<file path="src/contract_pkg.sv">
package contract_pkg;

	// data word width of the observed core
	localparam int unsigned XLEN = 32;

	// major opcodes the observer classifies
	localparam logic [6:0] OPC_LOAD   = 7'h03;
	localparam logic [6:0] OPC_STORE  = 7'h23;
	localparam logic [6:0] OPC_BRANCH = 7'h63;
	localparam logic [6:0] OPC_OP     = 7'h33;

	// M extension marker inside OPC_OP
	localparam logic [6:0] FUNCT7_MULDIV = 7'h01;

	// plain MUL, the other low funct3 codes are the MULH variants
	localparam logic [2:0] FUNCT3_MUL = 3'b000;

	// I-type view, used for loads
	typedef struct packed {
		logic [11:0] imm12;
		logic [4:0]  rs1;
		logic [2:0]  funct3;
		logic [4:0]  rd;
		logic [6:0]  opcode;
	} i_fmt_t;

	// S-type view, also serves R-type
	// funct7 is imm[11:5] for stores, imm_lo is rd for R-type
	typedef struct packed {
		logic [6:0] funct7;
		logic [4:0] rs2;
		logic [4:0] rs1;
		logic [2:0] funct3;
		logic [4:0] imm_lo;
		logic [6:0] opcode;
	} s_fmt_t;

	// one instruction word, two decodings
	typedef union packed {
		i_fmt_t i;
		s_fmt_t s;
	} instr_u;

	// record of one retired instruction
	typedef struct packed {
		logic [XLEN-1:0] pc;
		instr_u          instr;
		logic [XLEN-1:0] rs1_val;
		logic [XLEN-1:0] rs2_val;
	} retire_t;

	typedef enum logic [2:0] {
		OBS_OTHER  = 3'd0,
		OBS_LOAD   = 3'd1,
		OBS_STORE  = 3'd2,
		OBS_BRANCH = 3'd3,
		OBS_MUL    = 3'd4,
		OBS_DIV    = 3'd5
	} obs_kind_e;

	// encoded as funct3[1:0] of loads and stores
	typedef enum logic [1:0] {
		SIZE_BYTE = 2'b00,
		SIZE_HALF = 2'b01,
		SIZE_WORD = 2'b10
	} lsu_size_e;

	// encoded as the branch funct3
	typedef enum logic [2:0] {
		BR_EQ  = 3'b000,
		BR_NE  = 3'b001,
		BR_LT  = 3'b100,
		BR_GE  = 3'b101,
		BR_LTU = 3'b110,
		BR_GEU = 3'b111
	} branch_op_e;

	// stage one contents
	typedef struct packed {
		obs_kind_e       kind;
		lsu_size_e       size;
		branch_op_e      br_op;
		logic [XLEN-1:0] imm;
		logic [XLEN-1:0] pc;
		logic [XLEN-1:0] rs1_val;
		logic [XLEN-1:0] rs2_val;
	} dec_t;

	// what the contract may see for one instruction
	typedef struct packed {
		obs_kind_e       kind;
		logic [XLEN-1:0] pc;
		logic [XLEN-1:0] addr;
		logic            split;
		logic            taken;
		logic [XLEN-1:0] operand;
	} obs_t;

endpackage

</file>
<file path="src/rv_obs_decode.sv">
`timescale 1ns/1ps

module rv_obs_decode (
	input  logic                  clk_i,
	input  logic                  arst_n_i,
	input  logic                  load_i,
	input  contract_pkg::retire_t rec_i,
	output contract_pkg::dec_t    dec_o
);

	contract_pkg::i_fmt_t          i_view;
	contract_pkg::s_fmt_t          s_view;
	contract_pkg::obs_kind_e       kind_d;
	contract_pkg::lsu_size_e       size_d;
	contract_pkg::branch_op_e      br_op_d;
	logic [contract_pkg::XLEN-1:0] imm_d;

	contract_pkg::obs_kind_e       kind_q;
	contract_pkg::lsu_size_e       size_q;
	contract_pkg::branch_op_e      br_op_q;
	logic [contract_pkg::XLEN-1:0] imm_q;
	logic [contract_pkg::XLEN-1:0] pc_q;
	logic [contract_pkg::XLEN-1:0] rs1_q;
	logic [contract_pkg::XLEN-1:0] rs2_q;

	assign i_view = rec_i.instr.i;
	assign s_view = rec_i.instr.s;

	always_comb begin
		kind_d = contract_pkg::OBS_OTHER;
		case (i_view.opcode)
			contract_pkg::OPC_LOAD:  kind_d = contract_pkg::OBS_LOAD;
			contract_pkg::OPC_STORE: kind_d = contract_pkg::OBS_STORE;
			contract_pkg::OPC_BRANCH: begin
				// funct3 010 and 011 are unused encodings
				if (i_view.funct3[2:1] != 2'b01) begin
					kind_d = contract_pkg::OBS_BRANCH;
				end
			end
			contract_pkg::OPC_OP: begin
				if (s_view.funct7 == contract_pkg::FUNCT7_MULDIV) begin
					if (s_view.funct3 == contract_pkg::FUNCT3_MUL) begin
						kind_d = contract_pkg::OBS_MUL;
					end else if (s_view.funct3[2]) begin
						// DIV, DIVU, REM, REMU
						kind_d = contract_pkg::OBS_DIV;
					end
				end
			end
			default: kind_d = contract_pkg::OBS_OTHER;
		endcase
	end

	// immediate only for memory ops, zero otherwise
	always_comb begin
		case (kind_d)
			contract_pkg::OBS_LOAD:
				imm_d = {{(contract_pkg::XLEN-12){i_view.imm12[11]}}, i_view.imm12};
			contract_pkg::OBS_STORE:
				imm_d = {{(contract_pkg::XLEN-12){s_view.funct7[6]}}, s_view.funct7,
					s_view.imm_lo};
			default:
				imm_d = '0;
		endcase
	end

	always_comb begin
		case (i_view.funct3[1:0])
			2'b00:   size_d = contract_pkg::SIZE_BYTE;
			2'b01:   size_d = contract_pkg::SIZE_HALF;
			default: size_d = contract_pkg::SIZE_WORD;
		endcase
	end

	always_comb begin
		case (i_view.funct3)
			3'b001:  br_op_d = contract_pkg::BR_NE;
			3'b100:  br_op_d = contract_pkg::BR_LT;
			3'b101:  br_op_d = contract_pkg::BR_GE;
			3'b110:  br_op_d = contract_pkg::BR_LTU;
			3'b111:  br_op_d = contract_pkg::BR_GEU;
			default: br_op_d = contract_pkg::BR_EQ;
		endcase
	end

	always_ff @(posedge clk_i or negedge arst_n_i) begin
		if (!arst_n_i) begin
			kind_q <= contract_pkg::OBS_OTHER;
		end else if (load_i) begin
			kind_q <= kind_d;
		end
	end

	always_ff @(posedge clk_i) begin
		if (load_i) begin
			size_q  <= size_d;
			br_op_q <= br_op_d;
			imm_q   <= imm_d;
			pc_q    <= rec_i.pc;
			rs1_q   <= rec_i.rs1_val;
			rs2_q   <= rec_i.rs2_val;
		end
	end

	assign dec_o = '{kind: kind_q, size: size_q, br_op: br_op_q, imm: imm_q,
		pc: pc_q, rs1_val: rs1_q, rs2_val: rs2_q};

endmodule

</file>
<file path="src/lsu_addr_gen.sv">
`timescale 1ns/1ps

module lsu_addr_gen (
	input  contract_pkg::dec_t            dec_i,
	output logic [contract_pkg::XLEN-1:0] addr_o,
	output logic                          split_o
);

	logic [contract_pkg::XLEN-1:0] eff_addr;
	logic [1:0]                    offset;

	// rs1 plus immediate, wraps around at the top of the space
	assign eff_addr = dec_i.rs1_val + dec_i.imm;
	assign offset   = eff_addr[1:0];

	// a misaligned access needs a second bus transaction
	always_comb begin
		case (dec_i.size)
			contract_pkg::SIZE_WORD: begin
				split_o = (offset != 2'b00);
			end
			contract_pkg::SIZE_HALF: begin
				// only offset 3 crosses the word boundary
				split_o = (offset == 2'b11);
			end
			default: begin
				split_o = 1'b0;
			end
		endcase
	end

	assign addr_o = eff_addr;

endmodule

</file>
<file path="src/branch_cmp.sv">
`timescale 1ns/1ps

module branch_cmp (
	input  contract_pkg::dec_t dec_i,
	output logic               taken_o
);

	logic [contract_pkg::XLEN-1:0] diff;
	logic                          is_equal;
	logic                          is_ge;
	logic                          cmp_signed;

	// the one adder, rs1 minus rs2
	assign diff     = dec_i.rs1_val - dec_i.rs2_val;
	assign is_equal = (diff == '0);

	assign cmp_signed = (dec_i.br_op == contract_pkg::BR_LT) ||
		(dec_i.br_op == contract_pkg::BR_GE);

	always_comb begin
		if (dec_i.rs1_val[contract_pkg::XLEN-1] ==
			dec_i.rs2_val[contract_pkg::XLEN-1]) begin
			// same sign so the difference cannot overflow
			is_ge = ~diff[contract_pkg::XLEN-1];
		end else begin
			// differing signs leave rs1's top bit to decide
			is_ge = dec_i.rs1_val[contract_pkg::XLEN-1] ^ cmp_signed;
		end
	end

	always_comb begin
		case (dec_i.br_op)
			contract_pkg::BR_EQ:  taken_o = is_equal;
			contract_pkg::BR_NE:  taken_o = ~is_equal;
			contract_pkg::BR_LT:  taken_o = ~is_ge;
			contract_pkg::BR_LTU: taken_o = ~is_ge;
			contract_pkg::BR_GE:  taken_o = is_ge;
			contract_pkg::BR_GEU: taken_o = is_ge;
			default:              taken_o = 1'b0;
		endcase
	end

endmodule

</file>
<file path="src/obs_pipe_ctrl.sv">
`timescale 1ns/1ps

module obs_pipe_ctrl (
	input  logic                          clk_i,
	input  logic                          arst_n_i,
	input  logic                          in_valid_i,
	output logic                          in_ready_o,
	input  logic                          out_ready_i,
	output logic                          out_valid_o,
	output logic                          dec_load_o,
	input  contract_pkg::dec_t            dec_i,
	input  logic [contract_pkg::XLEN-1:0] addr_i,
	input  logic                          split_i,
	input  logic                          taken_i,
	output contract_pkg::obs_t            out_obs_o
);

	logic               s1_valid_q;
	logic               s2_valid_q;
	logic               s2_free;
	logic               s1_adv;
	logic               is_mem;
	logic               is_muldiv;
	contract_pkg::obs_t obs_d;
	contract_pkg::obs_t obs_q;

	// stage two can take a new item this edge
	assign s2_free = !s2_valid_q || out_ready_i;
	assign s1_adv  = s1_valid_q && s2_free;

	assign in_ready_o = !s1_valid_q || s2_free;
	assign dec_load_o = in_valid_i && in_ready_o;

	always_ff @(posedge clk_i or negedge arst_n_i) begin
		if (!arst_n_i) begin
			s1_valid_q <= 1'b0;
			s2_valid_q <= 1'b0;
		end else begin
			if (in_ready_o) begin
				s1_valid_q <= in_valid_i;
			end
			if (s2_free) begin
				s2_valid_q <= s1_valid_q;
			end
		end
	end

	assign is_mem = (dec_i.kind == contract_pkg::OBS_LOAD) ||
		(dec_i.kind == contract_pkg::OBS_STORE);
	assign is_muldiv = (dec_i.kind == contract_pkg::OBS_MUL) ||
		(dec_i.kind == contract_pkg::OBS_DIV);

	// fields outside the kind stay zero so nothing else leaks
	always_comb begin
		obs_d.kind    = dec_i.kind;
		obs_d.pc      = dec_i.pc;
		obs_d.addr    = is_mem ? addr_i : '0;
		obs_d.split   = is_mem && split_i;
		obs_d.taken   = (dec_i.kind == contract_pkg::OBS_BRANCH) && taken_i;
		obs_d.operand = is_muldiv ? dec_i.rs2_val : '0;
	end

	// holds while stalled, only loads when stage one moves on
	always_ff @(posedge clk_i) begin
		if (s1_adv) begin
			obs_q <= obs_d;
		end
	end

	assign out_valid_o = s2_valid_q;
	assign out_obs_o   = obs_q;

endmodule

</file>
<file path="src/contract_observer.sv">
`timescale 1ns/1ps

module contract_observer (
	input  logic                  clk_i,
	input  logic                  arst_n_i,
	input  logic                  in_valid_i,
	output logic                  in_ready_o,
	input  contract_pkg::retire_t in_rec_i,
	output logic                  out_valid_o,
	input  logic                  out_ready_i,
	output contract_pkg::obs_t    out_obs_o
);

	logic                          dec_load;
	contract_pkg::dec_t            dec;
	logic [contract_pkg::XLEN-1:0] lsu_addr;
	logic                          lsu_split;
	logic                          br_taken;

	obs_pipe_ctrl u_ctrl (
		.clk_i       (clk_i),
		.arst_n_i    (arst_n_i),
		.in_valid_i  (in_valid_i),
		.in_ready_o  (in_ready_o),
		.out_ready_i (out_ready_i),
		.out_valid_o (out_valid_o),
		.dec_load_o  (dec_load),
		.dec_i       (dec),
		.addr_i      (lsu_addr),
		.split_i     (lsu_split),
		.taken_i     (br_taken),
		.out_obs_o   (out_obs_o)
	);

	// stage one register
	rv_obs_decode u_decode (
		.clk_i    (clk_i),
		.arst_n_i (arst_n_i),
		.load_i   (dec_load),
		.rec_i    (in_rec_i),
		.dec_o    (dec)
	);

	lsu_addr_gen u_addr (
		.dec_i   (dec),
		.addr_o  (lsu_addr),
		.split_o (lsu_split)
	);

	branch_cmp u_cmp (
		.dec_i   (dec),
		.taken_o (br_taken)
	);

endmodule

</file>
<file path="config.mk">
export PLATFORM = sky130hd
export DESIGN_NAME = contract_observer
export DESIGN_NICKNAME = d
export VERILOG_FILES = /design/src/contract_pkg.sv /design/src/rv_obs_decode.sv /design/src/lsu_addr_gen.sv /design/src/branch_cmp.sv /design/src/obs_pipe_ctrl.sv /design/src/contract_observer.sv
export SDC_FILE = /design/constraint.sdc
export NUM_CORES = 1
export LEC_CHECK = 0
export BUFFER_PORTS_ARGS = -buffer_cell sky130_fd_sc_hd__buf_2
export CORE_AREA = 2 2 169 171
export CTS_CLUSTER_DIAMETER = 200
export DETAILED_ROUTE_END_ITERATION = 8
export DIE_AREA = 0 0 171 173
export GPL_TIMING_DRIVEN = 0
export PLACE_DENSITY = 0.67
export SLEW_MARGIN = 5
export SYNTH_ARGS = -nofsm -noshare
export SYNTH_HDL_FRONTEND = slang
export SYNTH_SLANG_ARGS = --single-unit
</file>
<file path="constraint.sdc">
create_clock -name clk_i -period 4.7 [get_ports clk_i]
set_clock_uncertainty 0.05 [all_clocks]
set_input_delay 0.47 -clock clk_i [delete_from_list [all_inputs] [get_ports clk_i]]
set_output_delay 0.47 -clock clk_i [all_outputs]
set_load 0.02 [all_outputs]
</file>
==> results summary <==
After the last flow step, the layout net total stands at approximately 1.4k. The height of the chip is about 170 um. The number of buffers inserted by port buffering is about 230. The placer's final routability congestion estimate is slightly below 0.9.

The die covers around 30,000 um2. The total via count after detailed routing is 7,842. The cell taking the most area after synthesis is sky130_fd_sc_hd__edfxtp_1. CTS built an H-tree with a depth of 1. Of the total synthesized cell area, the portion taken by AND, OR, NAND and NOR gates is 0.1284.

Dividing the final minimum period by the clock period gives 0.8885. The final hold violation count is 0. TritonCTS built the clock tree. The share of flip-flops with an asynchronous set or reset after synthesis is 0.02283. The count of final max-slew check failures came to 0. The share of layout cells above drive strength 1 came out at 0.2513. The post-synthesis register bit count is about 220. The number of warnings issued by yosys came out at 0. The required time at the worst-slack endpoint is slightly below 5 ns. The setup violation total in the final timing report came out at 0. For this run, design rule violations remaining after detail routing come to 0.

The parity-gate share of the synthesized area counting xor and xnor cells came out at 0.03261. The number of buffers between clock root and the deepest sink came out at 3. The floorplan step set the die width to 171 um. The portion of synthesized area spent on multiplexers is 0.007386. The clock tree root driver cell is sky130_fd_sc_hd__clkbuf_16. For this run, global-route usage on met1 was measured as 0.2404.

The worst hold path belongs to the class input pin to flop. The dominant cell by count in the synthesized netlist is sky130_fd_sc_hd__edfxtp_1. The post-detailed-routing wire length is 26,400 um. Of the total synthesized cell area, the portion taken by full adders, half adders and majority gates is 0.07636.

The met2 routing resource usage after global routing is 0.2824. The remaining max-slew budget at the tightest pin is 0.2623. The area of the placeable core is between 20,000 and 30,000 um2. The effective utilization at floorplan came out at 0.3985. Summing every instance area after synthesis gives 11,010 um2.

The synthesized instance count came out at ~900. The number of top-level pins is ~240. The number of maximum-capacitance violations came out at 0. The post-synth net total came out at ~1.1k. After synthesis, the most frequently instantiated cells are sky130_fd_sc_hd__edfxtp_1 (214), sky130_fd_sc_hd__ha_1 (64), sky130_fd_sc_hd__nor2_1 (64), sky130_fd_sc_hd__a21oi_1 (59), sky130_fd_sc_hd__inv_1 (57).

The top fanout value on the critical path is 5. The total negative slack came out at 0 ns. For met3 alone, demand over resource in global routing was 0.03433. Yosys attributes the largest share of cell area to sky130_fd_sc_hd__edfxtp_1 (58%), sky130_fd_sc_hd__ha_1 (7.3%), sky130_fd_sc_hd__a21oi_1 (2.7%). The wire length of the first global-routing pass came out at slightly above 40,000 um. Once detailed placement completed, the half-perimeter wirelength came to 19,940 um. The most used flip-flop cell after synthesis is sky130_fd_sc_hd__edfxtp_1. The fraction of the core area covered by cells at the end of the flow is 0.4877. The clock reaches the later pin of the worst-skew pair after 0.52 ns. The violation count after the first detailed-route iteration came out at approximately 460.

The initial antenna violation count came out at 3. After synthesis, the mean cell area works out to between 10 and 15 um2. Across the VDD grid, the largest voltage drop is 0.2533 mV. The flow ran to the end, and the final reports show no timing, DRC or antenna violations.

The first-pass detailed-route iteration total came out at 5. Dividing the detail-routed via count by the number of cells gives around 5. The clock-pin transition on the worst setup and hold timing paths is about 0.06 ns. The area fraction in compound gates after synthesis is 0.1311. The final cell count without fillers is between 1.5k and 2k. After clock tree synthesis, the setup repair step added 0 buffers. The number of global-route vias before repair came out at about 7.6k.

STA classifies the critical path endpoint as a flop. The cell count after placement came out at between 1.5k and 2k. The static leakage power came out at roughly 0.0056 uW. The clock sink count came out at between 200 and 250. The part of the Yosys area used for sequential elements came out at 0.5950. The all-layer global routing usage is 0.1750. The maximum frequency from static timing analysis came out at approximately 240 MHz.

Setup repair after global routing left no endpoint under its margin. The most heavily used metal layer in global routing is met2. The fill cell total of the finished layout is roughly 2.5k. Yosys mapped a number of flops with a built-in enable equal to 214. The smallest clock period supported by the final layout is computed as ~4.2 ns. The pin count of the biggest net entering global routing is 94. The average wire per standard cell is roughly 17 um. The number of distinct library cells after synthesis is between 70 and 80. After synthesis, the largest family of logic cells by area is compound AO/OA/AOI/OAI gates. The sum of overflow across all layers after global routing came out at 0. The type of the worst setup path is flop to flop. Dividing total power by cell area gives a power density of roughly 370 nW/um2. The CTS buffer count came out at 24.

The synthesis-to-finish area growth came out at 22.38%. At the pin with the least slew margin, the transition time is ~1.1 ns. STA puts the critical path data arrival time at 4.40 ns. The initialized floorplan defines between 60 and 70 standard-cell rows. The count of nets left with antenna violations after detail routing came out at 0. The area share of the largest cell type after synthesis came out at 0.5836. The worst setup path is launched from a flop.
-- worst max-delay path: stages (launching register included) --
cell and delay [ns]:
sky130_fd_sc_hd__edfxtp_1 0.44, sky130_fd_sc_hd__ha_1 0.26, sky130_fd_sc_hd__fa_1 0.38, sky130_fd_sc_hd__nor2b_1 0.21
sky130_fd_sc_hd__o2111ai_1 0.21, sky130_fd_sc_hd__a21oi_2 0.36, sky130_fd_sc_hd__o221a_2 0.25, sky130_fd_sc_hd__o2111ai_1 0.10
sky130_fd_sc_hd__nor3_1 0.20, sky130_fd_sc_hd__nand4_1 0.14, sky130_fd_sc_hd__or4_1 0.58, sky130_fd_sc_hd__nor4_2 0.43
sky130_fd_sc_hd__mux2i_1 0.13, sky130_fd_sc_hd__a31o_1 0.19
-- area by class of cell --
class                      count  area, um2  area share
clock inverter                12      122.6    0.009100
antenna                        2      5.005   0.0003714
tap                          378      473.0     0.03510
sequential                   219       6551      0.4862
timing repair buffer         232       1211     0.08989
multi-input combinational    596       4141      0.3074
clock buffer                  30      644.4     0.04782
inverter                      57      219.0     0.01625
buffer                        24      106.4    0.007893
-- per-stage QoR --
| step | area [um2] | hold WS [ns] | setup WS [ns] | total power (uW) |
|---|---|---|---|---|
| 3_5_place_dp | 12690 | 0.2461 | 0.4512 | 3243 |
| 2_1_floorplan | 11010 | 0.1244 | 1.064 | 2974 |
| 6_report | 13470 | 0.07754 | 0.5240 | 5035 |
| 5_1_grt | 13470 | 0.05857 | 0.2507 | 5268 |
| 4_1_cts | 13470 | 0.05472 | 0.4439 | 5098 |
| 3_3_place_gp | 12630 | 0.2422 | -0.03301 | 3237 |
-- path summary, 6_finish.rpt --
path	cells past startpoint	slack [ns]	startpoint	endpoint
max	13	0.52	u_decode.rs2_q[0]$_DFFE_PP_	u_ctrl.out_obs_o[32]$_DFFE_PP_
min	1	0.08	in_rec_i[50]	u_decode.rs1_q[18]$_DFFE_PP_
max reg2reg	13	0.52	u_decode.rs2_q[0]$_DFFE_PP_	u_ctrl.out_obs_o[32]$_DFFE_PP_
min reg2reg	0	0.36	u_decode.pc_q[4]$_DFFE_PP_	u_ctrl.out_obs_o[70]$_DFFE_PP_
max in group asynchronous	2	4.19	arst_n_i	u_ctrl.s1_valid_q$_DFFE_PN0N_
min in group asynchronous	2	0.27	arst_n_i	u_decode.kind_q[1]$_DFFE_PN0P_
-- cells in the final DEF, fill, tap and decap left out, types with 7 or more instances in the layout --
master | Yosys | routed
sky130_fd_sc_hd__a21o_1 | 25 | 25
sky130_fd_sc_hd__a21oi_1 | 59 | 59
sky130_fd_sc_hd__a31oi_1 | 12 | 12
sky130_fd_sc_hd__and2_1 | 44 | 43
sky130_fd_sc_hd__and3_1 | 10 | 10
sky130_fd_sc_hd__buf_2 | 6 | 235
sky130_fd_sc_hd__clkbuf_1 | 16 | 21
sky130_fd_sc_hd__clkbuf_16 | 0 | 25
sky130_fd_sc_hd__edfxtp_1 | 214 | 214
sky130_fd_sc_hd__ha_1 | 64 | 64
sky130_fd_sc_hd__inv_1 | 57 | 56
sky130_fd_sc_hd__mux2i_1 | 7 | 7
sky130_fd_sc_hd__nand2_1 | 46 | 46
sky130_fd_sc_hd__nand2b_1 | 13 | 13
sky130_fd_sc_hd__nand3_1 | 13 | 13
sky130_fd_sc_hd__nand3b_1 | 9 | 9
sky130_fd_sc_hd__nand4_1 | 16 | 16
sky130_fd_sc_hd__nor2_1 | 64 | 64
sky130_fd_sc_hd__nor2b_1 | 8 | 8
sky130_fd_sc_hd__nor3_1 | 21 | 21
sky130_fd_sc_hd__o21a_1 | 9 | 9
sky130_fd_sc_hd__o21ai_0 | 34 | 34
sky130_fd_sc_hd__o31ai_1 | 7 | 7
sky130_fd_sc_hd__xnor2_1 | 21 | 21
sky130_fd_sc_hd__xor2_1 | 20 | 20
-- cells by family after synthesis --
| kind of cell | count (synthesis) |
|---|---|
| buffers and inverters | 81 |
| muxes | 8 |
| adders and majority gates | 66 |
| xor gates and xnor gates | 41 |
| AOI/OAI and AO/OA | 213 |
| and+or+nand+nor | 268 |
| DFF | 219 |
-- where the power goes --
part	switching [uW]	internal (uW)	total [uW]
clock	749	1080	1830
sequential	54.8	2290	2350
combinational	529	326	856
-- sequential cells by signal (all words and copies together), names as in the netlist --
register,cells
u_ctrl.out_valid_o,1
u_decode.kind_q,3
u_decode.rs1_q,32
u_decode.pc_q,32
u_ctrl.out_obs_o,101
u_decode.rs2_q,32
u_decode.imm_q,12
u_decode.br_op_q,3
u_ctrl.s1_valid_q,1
u_decode.size_q,2
-- routing by layer --
metal / vias to the layer above / share of wire
met5: - / 0
met3: 44 / 0.073
met2: 258 / 0.45
met4: 0 / 0.025
met1: 3660 / 0.45
li1: 3880 / -
-- timing repair --
item	CTS	global route
setup endpoints to repair	0	0
hold buffers	1	0
endpoints found under the hold margin	5	0
gates resized for setup	0	0
(Power assumes the default switching activity.)
